## config.mk

```make
export PLATFORM = sky130hd
export DESIGN_NAME = fetchUnit
export DESIGN_NICKNAME = d
export VERILOG_FILES = /design/src/logic/memPkg.sv /design/src/logic/fetchUnit.sv
export SDC_FILE = /design/constraint.sdc
export NUM_CORES = 1
export LEC_CHECK = 0
export ABC_AREA = 0
export ABC_CLOCK_PERIOD_IN_PS = 3500
export BUFFER_PORTS_ARGS = -buffer_cell sky130_fd_sc_hd__clkbuf_2
export CAP_MARGIN = 25
export CORE_MARGIN = 2
export CORE_UTILIZATION = 49
export CTS_CLUSTER_DIAMETER = 200
export DETAILED_ROUTE_END_ITERATION = 16
export HOLD_SLACK_MARGIN = 0.06
export PLACE_DENSITY = 0.93
export SETUP_SLACK_MARGIN = 0.3
export SLEW_MARGIN = 20
export SYNTH_ARGS = -nofsm -noshare
export SYNTH_HDL_FRONTEND = slang
export SYNTH_SLANG_ARGS = --single-unit
```

## constraint.sdc

```tcl
create_clock -name clk -period 3.5 [get_ports clk]
set_input_delay 0.35 -clock clk [delete_from_list [all_inputs] [get_ports clk]]
set_output_delay 0.35 -clock clk [all_outputs]
set_load 0.02 [all_outputs]
```

## src/logic/memPkg.sv

```systemverilog
package memPkg;

    // processor side
    localparam int AddrWidth = 32;
    localparam int WordWidth = 32;
    localparam int ByteWidth = 8;

    // 1 KiB byte RAM, indexed by the low address bits
    localparam int RamAddrWidth = 10;
    localparam int RamDepth = 1 << RamAddrWidth;

    // access length in bytes, legal values 1, 2 and 4
    localparam int LenWidth = 3;

    // an instruction fetch is always a full word
    localparam int WordBytes = WordWidth / ByteWidth;

    typedef logic [AddrWidth-1:0] addrT;
    typedef logic [RamAddrWidth-1:0] ramAddrT;
    typedef logic [ByteWidth-1:0] byteT;
    typedef logic [WordWidth-1:0] wordT;
    typedef logic [LenWidth-1:0] lenT;

    typedef enum logic [1:0] {
        idle,
        readInst,
        readData,
        writeData
    } ctrlStateT;

endpackage

```

## src/logic/fetchUnit.sv

```systemverilog
`timescale 1ns/1ps

module fetchUnit (
    input  logic         clk,
    input  logic         rst,
    input  logic         jumpEn,
    input  memPkg::addrT jumpAddr,
    input  logic         instTake,
    input  logic         infDone,
    input  memPkg::wordT infInst,
    output logic         infEn,
    output memPkg::addrT infAddr,
    output logic         instValid,
    output memPkg::wordT inst,
    output memPkg::addrT instPc
);

    memPkg::addrT pc;
    memPkg::wordT instBuf;
    logic         valid;
    logic         discard;

    // ask whenever the buffer is empty
    assign infEn = !valid;
    assign infAddr = pc;
    assign instValid = valid;
    assign inst = instBuf;
    assign instPc = pc;

    always_ff @(posedge clk) begin
        if (rst) begin
            pc <= '0;
            valid <= 1'b0;
            discard <= 1'b0;
        end else if (jumpEn) begin
            pc <= jumpAddr;
            valid <= 1'b0;
            // a fetch may still be on its way from the old pc
            discard <= !valid && !infDone;
        end else if (infDone) begin
            if (discard) begin
                discard <= 1'b0;
            end else begin
                valid <= 1'b1;
            end
        end else if (instTake && valid) begin
            valid <= 1'b0;
            pc <= pc + memPkg::addrT'(memPkg::WordBytes);
        end
    end

    always_ff @(posedge clk) begin
        if (infDone) begin
            instBuf <= infInst;
        end
    end

endmodule

```

# After elaboration in Yosys (flattened, before gate mapping)
# Cells that the tools add are included.
# W data, S select, Z words.
[totals] elab_cells=25 ff_bits=66 inputBits=69 out_inout_bits=98
[classes] addsub=1 n_reduce_logical=10 n_eq_ne=2 n_mux=8
[ops] operator="$mux W32" n=3
[ops] operator="$add A32 B3 Y32 const B" n=1
[ops] operator="$reduce_bool A2 Y1" n=3
[ops] operator="$mux W1" n=5
[ops] operator="$ne A2 B2 Y1 const B" n=2
[ops] operator="$reduce_and A2 Y1" n=2
[ops] operator="$logic_and A1 B1 Y1" n=2
[ops] operator="$logic_not A1 Y1" n=2
[ops] operator="$reduce_or A2 Y1" n=1

# Logic depth before layout (Yosys ltp)
[logic_depth] ltp_word=4 mapped_depth=6 ltp_nobuf=5

# Least setup slack after synthesis
# OpenSTA, ideal clock, no wires.
[synth_path] path_kind="register to register" startpoint="register pc[12] (netlist: infAddr[12])" endpoint="register pc[25] (netlist: infAddr[25])" period_less_slack_ns=2.110 slack_ns=1.390 setup_ns=0.120 arrival_ns=1.990 n_path_buf=2 t_required_ns=3.380 path_stages_with_launch=7 cell_sequence="dfxtp_1 buf_2 nand4_2 or4_4 buf_6 o31a_2 o31a_1"
[synth_between] elab_chain_len=4
[synth_rtl] item="start, declared" line="fetchUnit.sv:18" text="memPkg::addrT pc;"
[synth_rtl] item="start signal, assigned" line="fetchUnit.sv:36" text="pc <= jumpAddr;"
[synth_rtl] item="start signal, assigned" line="fetchUnit.sv:48" text="pc <= pc + memPkg::addrT'(memPkg::WordBytes);"
[synth_rtl] item="$add A32 B3 Y32" line="fetchUnit.sv:48"
[synth_rtl] item="$mux W32" line="fetchUnit.sv:46" text="end else if (instTake && valid) begin"
[synth_rtl] item="$mux W32" line="fetchUnit.sv:40" text="end else if (infDone) begin"
[synth_rtl] item="$mux W32" line="fetchUnit.sv:35" text="end else if (jumpEn) begin"
# Every way passes these cells. The select of a mux whose other input is x is not followed.
# A chain may end at the register's enable or synchronous reset.

# Worst setup path after layout
[layout_path] startpoint="register pc[12] (netlist: infAddr[12])" endpoint="register pc[20] (netlist: infAddr[20])"
# The elaborated chain is that of the path after synthesis.

==> results.yml <==
status:
  outcome: "completed"
timing:
  grt_setup_unrepaired: "false"
  hold_violations: 0
  relSlewSlack: 0.494
  setup-tns-final_ps: 0
  hold_ws_ps: 175
  fin_ws_ps: 1230
  finalSetupViolations: 0
  post-route-min-period_ps: 2270
  tightestPinTransition_ps: 759
  fmax_mhz: 441
  slew_viol_final: 0
  finClkSkew_ps: 6.64
  fin_crit_sh: 0.647
logic_synthesis:
  synthCells: 307
  yosys.area_share.adder: 0.00392
  synth_edf_count: 32
  syn_nets: 377
  yosys_warnings: 0
  syn_area_um2: 3190
  yosysSeqAreaShare: 0.515
  synth_cell_types: 50
  syn_area_per_cell_um2: 10.4
  ys.flop_type: "dfxtp_1"
  ys_ff_latch: 66
  yosys-mux-area-fraction: 0.00628
  synth-simple-area-share: 0.200
  ys_async_sr_fraction: 0
  synth-compound-area-share: 0.135
  synth_xor_area_frac: 0.0275
  synth_top_family_by_area: "simple AND/OR/NAND/NOR gates"
detailed_routing:
  drc_errors: 0
  routed-via-count: 2868
  postRouteAntennaNets: 0
  wl_per_cell_um: 15.7
  drt-initial-drc-count: 167
  avgViaCountPerCell: 5.52
  first_pass_iters: 4
  routed_wl_um: 8150
critical_path:
  cp_data_arrival_time_ps: 2500
  rr_worst_depth: 4
  path_max_fanout: 12
  cp.required_ps: 3740
  end_kind: "flip-flop"
  critPathLaunchType: "flip-flop"
  crit_type: "reg2reg"
clocking:
  cts.sinks: 66
  clockRootBuffer: "clkbuf_8"
  clk_pin_slew_ps: 70
  holdBufCountCts: 0
  numCtsBuffers: 9
  clkLatencyLatePin_ps: 350
  cts.path.max_buffers: 2
  cts_tree: "done"
  cts.repair.resized: 0
  post_cts_buffers: 0
  htreeDepth: 3
cells_and_area:
  stdcell_area_um2: 4010
  mostFrequentLayoutCells: "clkbuf_2 (166), dfxtp_1 (34), edfxtp_1 (32)"
  fin_util: 0.636
  drive_above_1_share: 0.440
  layout.nets: 508
  antenna_cells: 0
  fin_cells: 520
  final_common_cell: "clkbuf_2"
  area_delta_synth_final_pct: 25.8
global_routing:
  grt_max_degree: 42
  overflow: 0
  grt_use_met1: 0.267
  grt_pass1_wl_um: 12700
  busiest_layer: "met2"
  gr-usage-all-layers: 0.225
  grt_use_met3: 0.0511
  grt_pass1_vias: 2590
  antenna_found_initial: 0
  met2_usage: 0.392
placed_design:
  dpl.hpwl_um: 6080
  port_buffers: 166
  dpl_cell_area_um2: 3820
  routabilityCongestion: 0.850
  place_ws_ps: 1120
  dp_cells: 504
power_and_ir_drop:
  peakVddDrop_uv: 298
  p_leak_nw: 1.71
  power_mw: 1.84
  p_per_area_nw_per_um2: 460
floorplan:
  start_util: 0.505
  core_area_um2: 6310
  dieHeight_um: 84.7
  dieArea_um2: 7170
  row_count: 29
  pin_count: 167
  die_width_um: 84.7
hold_path:
  worstHoldPathCells: 1
  min_path_type: "in2reg"
flow_run:
  maxCapViolCount: 0
-- Yosys cell counts, drive strengths merged, types with 5 or more instances --
cell type	instances	area, µm²
inv	14	52.6
a21oi	5	25.0
clkbuf	12	45.0
or3	6	40.0
a211oi	11	82.6
dfxtp	34	681
nand3	8	40.0
nor2	29	109
edfxtp	32	961
nor4	8	50.1
xnor2	5	43.8
or4	8	72.6
a311oi	8	70.1
nor3	7	35.0
nand2	17	63.8
xor2	5	43.8
buf	35	260
o21ai	5	25.0
a2111oi	6	61.3
nand4	13	103
-- per-layer routing --
| layer | vias to the layer above | share of wire |
|---|---|---|
| li1 | 1396 | - |
| met1 | 1323 | 0.39 |
| met2 | 138 | 0.51 |
| met3 | 11 | 0.079 |
| met4 | 0 | 0.017 |
| met5 | - | 0 |
-- flip-flops by register name, indices dropped and copies added, names as in the netlist --
signal	count
inst	32
instValid	1
discard	1
infAddr	32
-- path summary, 6_finish.rpt --
check	from	endpoint	slack, ps
worst max-delay path	infAddr[12]$_SDFFE_PP0P_	infAddr[20]$_SDFFE_PP0P_	1230
worst min-delay path	infInst[3]	inst[3]$_DFFE_PP_	180
worst max register to register	infAddr[12]$_SDFFE_PP0P_	infAddr[20]$_SDFFE_PP0P_	1230
worst min register to register	discard$_SDFFE_PP0P_	discard$_SDFFE_PP0P_	520
-- final cells by class --
type,count,area [µm²]
flip-flops and latches,66,1640
clock inverters,7,70.1
multi-input cells,180,1190
repair buffers,167,838
fillers,525,2300
inverters,14,52.6
clock buffers,9,124
well taps,77,96.3
-- critical path: stages (launching register included) --
cell      delay (ps)
dfxtp_1          530
nand4_2          240
or4_4            620
or3_2            470
a311oi_1         290
-- power by group --
group	internal [mW]	total [mW]	switching [mW]
Sequential	0.869	0.922	0.0532
Clock	0.326	0.621	0.295
Combinational	0.111	0.303	0.192
-- cells by family after synthesis --
kind of cell / count (synthesis)
AND/OR/NAND/NOR: 113
buffers and inverters: 61
flip-flops: 66
AO/OA/AOI/OAI: 54
multiplexers: 2
XOR/XNOR: 10
adder cells (fa/ha/maj): 1
No activity file was read; power rests on OpenSTA's default activity.
