**src/logic/memPkg.sv**
```systemverilog
package memPkg;

    // processor side
    localparam int AddrWidth = 32;
    localparam int WordWidth = 32;
    localparam int ByteWidth = 8;

    // 1 KiB byte RAM, indexed by the low address bits
    localparam int RamAddrWidth = 10;
    localparam int RamDepth = 1 << RamAddrWidth;

    // access length in bytes, legal values 1, 2 and 4
    localparam int LenWidth = 3;

    // an instruction fetch is always a full word
    localparam int WordBytes = WordWidth / ByteWidth;

    typedef logic [AddrWidth-1:0] addrT;
    typedef logic [RamAddrWidth-1:0] ramAddrT;
    typedef logic [ByteWidth-1:0] byteT;
    typedef logic [WordWidth-1:0] wordT;
    typedef logic [LenWidth-1:0] lenT;

    typedef enum logic [1:0] {
        idle,
        readInst,
        readData,
        writeData
    } ctrlStateT;

endpackage

```
**src/logic/memCtrl.sv**
```systemverilog
`timescale 1ns/1ps

module memCtrl (
    input  logic            clk,
    input  logic            rst,
    input  logic            rdy,
    input  logic            ioBufferFull,

    input  logic            dcEn,
    input  logic            dcStore,
    input  memPkg::addrT    dcAddr,
    input  memPkg::lenT     dcLen,
    input  memPkg::wordT    dcWData,
    output logic            dcDone,
    output memPkg::wordT    dcRData,

    input  logic            infEn,
    input  memPkg::addrT    infAddr,
    output logic            infDone,
    output memPkg::wordT    infInst,

    output memPkg::ramAddrT ramAddr,
    output logic            ramWe,
    output memPkg::byteT    ramWData,
    input  memPkg::byteT    ramRData
);

    memPkg::ctrlStateT state;
    memPkg::lenT       stage;
    memPkg::lenT       lenReg;
    memPkg::ramAddrT   baseAddr;
    memPkg::wordT      wordBuf;

    logic         stall;
    logic         accept;
    logic         reading;
    logic         lastWrite;
    logic         readDone;
    memPkg::lenT  byteIdx;
    logic [4:0]   shiftAmt;
    memPkg::wordT assembled;

    assign stall = !rdy || ioBufferFull;
    assign accept = (state == memPkg::idle) && !stall && (dcEn || infEn);
    assign reading = (state == memPkg::readInst) || (state == memPkg::readData);
    assign lastWrite = (stage + memPkg::lenT'(1)) == lenReg;
    assign readDone = reading && (stage == lenReg);

    // while stalled, keep the previous byte on the RAM so that its data
    // is still there for the capture once the stall ends
    assign byteIdx = (stall && stage != '0) ? stage - memPkg::lenT'(1) : stage;

    assign ramAddr = baseAddr + memPkg::ramAddrT'(byteIdx);
    assign ramWe = !stall && (state == memPkg::writeData);
    assign ramWData = wordBuf[memPkg::ByteWidth-1:0];

    // last byte comes straight from the RAM, short loads shift down
    // which also zero-extends them
    assign shiftAmt = 5'((memPkg::WordBytes - int'(lenReg)) * memPkg::ByteWidth);
    assign assembled = {ramRData, wordBuf[memPkg::WordWidth-1:memPkg::ByteWidth]} >> shiftAmt;

    assign dcDone = !stall && ((state == memPkg::readData && readDone) ||
                               (state == memPkg::writeData && lastWrite));
    assign dcRData = assembled;
    assign infDone = !stall && (state == memPkg::readInst) && readDone;
    assign infInst = assembled;

    always_ff @(posedge clk) begin
        if (rst) begin
            state <= memPkg::idle;
            stage <= '0;
        end else if (!stall) begin
            case (state)
                memPkg::idle: begin
                    stage <= '0;
                    // data port first
                    if (dcEn) begin
                        state <= dcStore ? memPkg::writeData : memPkg::readData;
                    end else if (infEn) begin
                        state <= memPkg::readInst;
                    end
                end
                memPkg::readInst,
                memPkg::readData: begin
                    if (readDone) begin
                        state <= memPkg::idle;
                        stage <= '0;
                    end else begin
                        stage <= stage + memPkg::lenT'(1);
                    end
                end
                memPkg::writeData: begin
                    if (lastWrite) begin
                        state <= memPkg::idle;
                        stage <= '0;
                    end else begin
                        stage <= stage + memPkg::lenT'(1);
                    end
                end
                default: begin
                    state <= memPkg::idle;
                    stage <= '0;
                end
            endcase
        end
    end

    always_ff @(posedge clk) begin
        if (accept) begin
            if (dcEn) begin
                baseAddr <= dcAddr[memPkg::RamAddrWidth-1:0];
                lenReg <= dcLen;
            end else begin
                baseAddr <= infAddr[memPkg::RamAddrWidth-1:0];
                lenReg <= memPkg::lenT'(memPkg::WordBytes);
            end
            wordBuf <= dcWData;
        end else if (!stall) begin
            if (state == memPkg::writeData) begin
                // next store byte into the low lane
                wordBuf <= wordBuf >> memPkg::ByteWidth;
            end else if (reading && stage != '0) begin
                // bytes enter at the top and move down
                wordBuf <= {ramRData, wordBuf[memPkg::WordWidth-1:memPkg::ByteWidth]};
            end
        end
    end

endmodule

```
**config.mk**
```make
export PLATFORM = sky130hd
export DESIGN_NAME = memCtrl
export DESIGN_NICKNAME = d
export VERILOG_FILES = /design/src/logic/memPkg.sv /design/src/logic/memCtrl.sv
export SDC_FILE = /design/constraint.sdc
export NUM_CORES = 1
export LEC_CHECK = 0
export BUFFER_PORTS_ARGS = -buffer_cell sky130_fd_sc_hd__buf_2
export CORE_MARGIN = 2
export CORE_UTILIZATION = 48
export CTS_CLUSTER_SIZE = 40
export DETAILED_ROUTE_END_ITERATION = 10
export PLACE_DENSITY = 0.86
export SETUP_SLACK_MARGIN = 0.5
export SYNTH_ARGS = -nofsm -noshare
export SYNTH_HDL_FRONTEND = slang
export SYNTH_SLANG_ARGS = --single-unit
```
**constraint.sdc**
```tcl
create_clock -name clk -period 6.9 [get_ports clk]
set_clock_uncertainty 0.1 [all_clocks]
set_input_delay 2.07 -clock clk [delete_from_list [all_inputs] [get_ports clk]]
set_output_delay 2.07 -clock clk [all_outputs]
set_load 0.005 [all_outputs]
```
After elaboration in Yosys (flattened, before gate mapping)
Cells that the tools add are included.
{"block": "word_totals", "regBits": 50, "input_bits": 114, "out_inout_bits": 85, "elab_cells": 58}
{"block": "op_classes", "addsub": 4, "eq_ne": 9, "shifts": 1, "muxes": 15, "bitwise": 1, "reduce_logical": 23}
{"cell": "two-way mux 32 bit", "n": 4}
{"cell": ">> shifter 32 x 5 -> 32 bit", "n": 1}
{"cell": "logical AND 1 bit", "n": 11}
{"cell": "adder 10 x 3 -> 10 bit", "n": 1}
{"cell": "two-way mux 10 bit", "n": 1}
{"cell": "two-way mux 3 bit", "n": 3}
{"cell": "one-hot mux 3 bit (3 select lines)", "n": 1}
{"cell": "two-way mux 2 bit", "n": 4}
{"cell": "equality test 3 bit", "n": 2}
{"cell": "one-hot mux 2 bit (3 select lines)", "n": 1}
{"cell": "nonzero test 3 bit", "n": 2}
{"cell": "equality test 2 bit, second input constant", "n": 2}
{"cell": "logical OR 1 bit", "n": 4}
{"cell": "inequality test 2 bit, second input constant", "n": 2}
{"cell": "AND reduction 4 bit", "n": 1}
{"cell": "adder 3 x 1 -> 3 bit, second input constant", "n": 1}
{"cell": "inequality test 3 bit, second input constant", "n": 1}
{"cell": "subtractor 3 x 1 -> 3 bit, second input constant", "n": 1}
{"cell": "equality test 2 x 1 -> 1 bit, second input constant", "n": 1}
{"cell": "zero test 1 bit", "n": 2}
{"cell": "zero test 2 bit", "n": 1}
{"cell": "inequality test 2 x 1 -> 1 bit, second input constant", "n": 1}
{"cell": "AND reduction 2 bit", "n": 1}
{"cell": "OR reduction 2 bit", "n": 1}
{"cell": "3 further kinds", "n": 3}

Longest topological paths before layout
{"block": "depth", "ltp_word": 7, "depth_mapped": 11, "ltp_nobuf": 11}

Least setup slack after synthesis
No wires, ideal clock.
{"block": "synth_timing", "kind": "input port to output port", "from": "input port ioBufferFull", "to": "output port ramAddr[7]", "arrival_ps": 3859, "required_time_ps": 4730, "setup_slack_ps": 871, "path_stages": 9, "path_buffers": 1, "path_cell_list": "nand2b_1 -> clkbuf_1 -> nand2_1 -> o21ai_0 -> ha_1 -> a21o_1 -> a21oi_1 -> nor3_1 -> xor2_1"}
{"block": "synth_via", "elab_chain_cells": 4}
{"element": "start: declaration", "line_no": "memCtrl.sv:7", "text": "input logic ioBufferFull,"}
{"element": "logical OR 1 bit", "line_no": "memCtrl.sv:43", "text": "assign stall = !rdy || ioBufferFull;"}
{"element": "logical AND 1 bit", "line_no": "memCtrl.sv:51", "text": "assign byteIdx = (stall && stage != '0) ? stage - memPkg::lenT'(1) : stage;"}
{"element": "two-way mux 3 bit", "line_no": "memCtrl.sv:51"}
{"element": "adder 10 x 3 -> 10 bit", "line_no": "memCtrl.sv:53", "text": "assign ramAddr = baseAddr + memPkg::ramAddrT'(byteIdx);"}
{"element": "end: declaration", "line_no": "memCtrl.sv:22", "text": "output memPkg::ramAddrT ramAddr,"}
No other way between the ends.

Final worst setup path
{"block": "layout_timing", "from": "input port ioBufferFull", "to": "output port ramAddr[8]"}
The elaborated chain is that of the path after synthesis.

==> flow_metrics.env <==
export IMPL_finalPower_mw=0.655
export IMPL_p_leak_nw=1.85
export IMPL_fmax_ghz=0.164
export IMPL_track_usage_pct=19.3
export IMPL_crit_fanout=11
export IMPL_holdBufCountCts=0
export IMPL_via_per_inst=5.25
export IMPL_synth_nets=447
export IMPL_synth_top_area_share_pct=38.8
export IMPL_io_pins=199
export IMPL_final_period_utilization_pct=88.5
export IMPL_power_density_nw_per_um2=160
export IMPL_synth_area_leaders="edfxtp_1 (39%), mux2_2 (11%), buf_4 (8.6%), mux4_2 (5.2%), nand2_1 (4.5%)"
export IMPL_syn_area_per_cell_um2=10.8
export IMPL_clk_pin_slew_ps=80
export IMPL_yosys_warnings=0
export IMPL_yosysMostFrequentCell="edfxtp_1"
export IMPL_grt_pass1_wl_mm=11.9
export IMPL_period_minus_slack_ps=6100
export IMPL_die_x_um=89.2
export IMPL_routed_wl_mm=7.99
export IMPL_ys_ff_latch=50
export IMPL_cp_data_arrival_time_ps=3930
export IMPL_drc_errors=0
export IMPL_syn_area_um2=3480
export IMPL_core_um2=7140
export IMPL_rsz0062_at_grt="no"
export IMPL_clk_path_buf_depth=2
export IMPL_max_cap_violations=0
export IMPL_htree_levels=2
export IMPL_yosysSeqAreaShare_pct=41.7
export IMPL_dieArea_um2=7950
export IMPL_firstDrtPassIters=4
export IMPL_final_cell_count_no_fill=528
export IMPL_wl_per_cell_um=15.1
export IMPL_clkSinkCount=50
export IMPL_ys_dominant_reg_cell="edfxtp_1"
export IMPL_overflow=0
export IMPL_root_buffer="clkbuf_8"
export IMPL_synth_cells=322
export IMPL_critPathRequiredTime_ps=4730
export IMPL_design_area_um2=4110
export IMPL_place_hpwl_mm=5.95
export IMPL_gp_congestion=0.865
export IMPL_worst_pin_slew_ps=1090
export IMPL_vias=2770
export IMPL_slew_viol_final=0
export IMPL_floorplan_rows=31
export IMPL_first_global_vias=2630
export IMPL_cts_tree="built"
export IMPL_ir_drop_v=0.0000876
export IMPL_cts_resized=0
export IMPL_grt_antenna_before_repair=1
export IMPL_place_worst_setup_slack_ps=799
export IMPL_port_buffers=154
export IMPL_whs_ps=431
export IMPL_status="finished, final reports clean"
export IMPL_postRouteAntennaNets=0
export IMPL_start_kind="primary input"
export IMPL_clk_latency_ps=290
export IMPL_end_kind="primary output"
export IMPL_start_util_pct=48.8
export IMPL_finalHoldViolations=0
export IMPL_final_util_pct=57.5
export IMPL_area_growth_pct=17.9
export IMPL_synth_largest_area_cell="edfxtp_1"
export IMPL_synth_distinct_cells=41
export IMPL_slew_headroom_pct=27.2
export IMPL_drive_above_1_share_pct=49.1
export IMPL_nNetsFinal=554
export IMPL_fillCellCount=643
export IMPL_finalSetupViolCount=0
export IMPL_die_h_um=89.2
export IMPL_postCtsSetupBuffers=0
export IMPL_grt_max_degree=40
export IMPL_async_reset_ff_share_pct=0
export IMPL_dpl_cell_area_um2=4030
export IMPL_synthTopCellsByCount="edfxtp_1 (45), nand2_1 (42), buf_4 (40), mux2_2 (34), nand3_1 (18)"
export IMPL_cts_buffers=5
export IMPL_placed_cells=521
export IMPL_synth_edff_count=45
export IMPL_hp_class="reg2reg"
export IMPL_layout_setup_ws_ps=795
export IMPL_final_setup_tns_ps=0
export IMPL_drt_initial_drc_count=93
export IMPL_worstSetupPathType="in2out"
==> layout by cell type (no fill, tap or decap), drive strengths merged, types with 2 or more instances in the layout <==
cell type and count:
nand2 42, clkbuf 5, nand3 18, clkinv 2, mux4 8, ha 10
nor2 5, nand2b 4, xnor2 6, a21oi 6, a21o 4, o21ai 21
mux2i 8, edfxtp 45, nand4 2, inv 6, dfxtp 5, nor4 2
nor3 4, xor2 7, mux2 34, and2 12, buf 158
==> final timing paths <==
kind                               from                     to  slack, ps  cells past startpoint
setup / recovery           ioBufferFull             ramAddr[8]        800                     12
hold / removal    stage[1]$_SDFFE_PP0P_  stage[1]$_SDFFE_PP0P_        430                      2
setup reg to reg  state[0]$_SDFFE_PP0P_  wordBuf[15]$_DFFE_PP_       4050                      6
hold reg to reg   stage[1]$_SDFFE_PP0P_  stage[1]$_SDFFE_PP0P_        430                      2
==> report_power, final <==
| group | leakage (nW) | switching, mW | internal (mW) | total, mW |
|---|---|---|---|---|
| registers | 0.457 | 0.00855 | 0.349 | 0.358 |
| clock network | 0.0375 | 0.0921 | 0.0665 | 0.159 |
| logic | 1.35 | 0.0687 | 0.0698 | 0.138 |
==> sequential cells by signal (all words and copies together) (netlist names) <==
signal,count
stage,3
wordBuf,32
state,2
baseAddr,10
lenReg,3
==> worst max-delay path, cell delays in order <==
cell and delay (ps):
buf_2 100, nand2b_1 160, buf_4 200, nand2_1 100, nor3_1 50, a21o_1 170
ha_1 330, a21o_1 140, nor2b_1 190, nand4_1 140, xnor2_1 160, buf_2 130
==> routing by layer <==
metal / wire length (um) / up-vias / share of wire, % / track usage (%)
li1: - / 1323 / - / -
met1: 3120 / 1312 / 39 / 20.4
met2: 4160 / 123 / 52 / 37.6
met3: 598 / 12 / 7.5 / 4.80
met4: 102 / 0 / 1.3 / 5.43
met5: 0 / - / 0 / 0
==> kinds of logic (layout without fill, tap and decap cells) <==
logic type	Yosys count	after routing	share of synthesized area, %
muxes	50	50	18.5
DFF	50	50	41.7
other	0	1	0
AOI/OAI and AO/OA	38	38	6.54
buffers and inverters	65	171	12.1
adders and majority gates	11	11	4.17
xor gates and xnor gates	14	14	4.17
and+or+nand+nor	94	94	12.9
==> cell type report <==
type | instances | area, um^2 | share of cell area [%]
Multi-Input combinational cell | 207 | 1630 | 39.7
Sequential cell | 50 | 1450 | 35.3
Timing Repair Buffer | 158 | 801 | 19.5
Tap cell | 99 | 124 | 3.02
Clock buffer | 5 | 68.8 | 1.68
Inverter | 7 | 26.3 | 0.640
Clock inverter | 1 | 3.75 | 0.0914
Antenna cell | 1 | 2.50 | 0.0609
(Power assumes the default switching activity.)
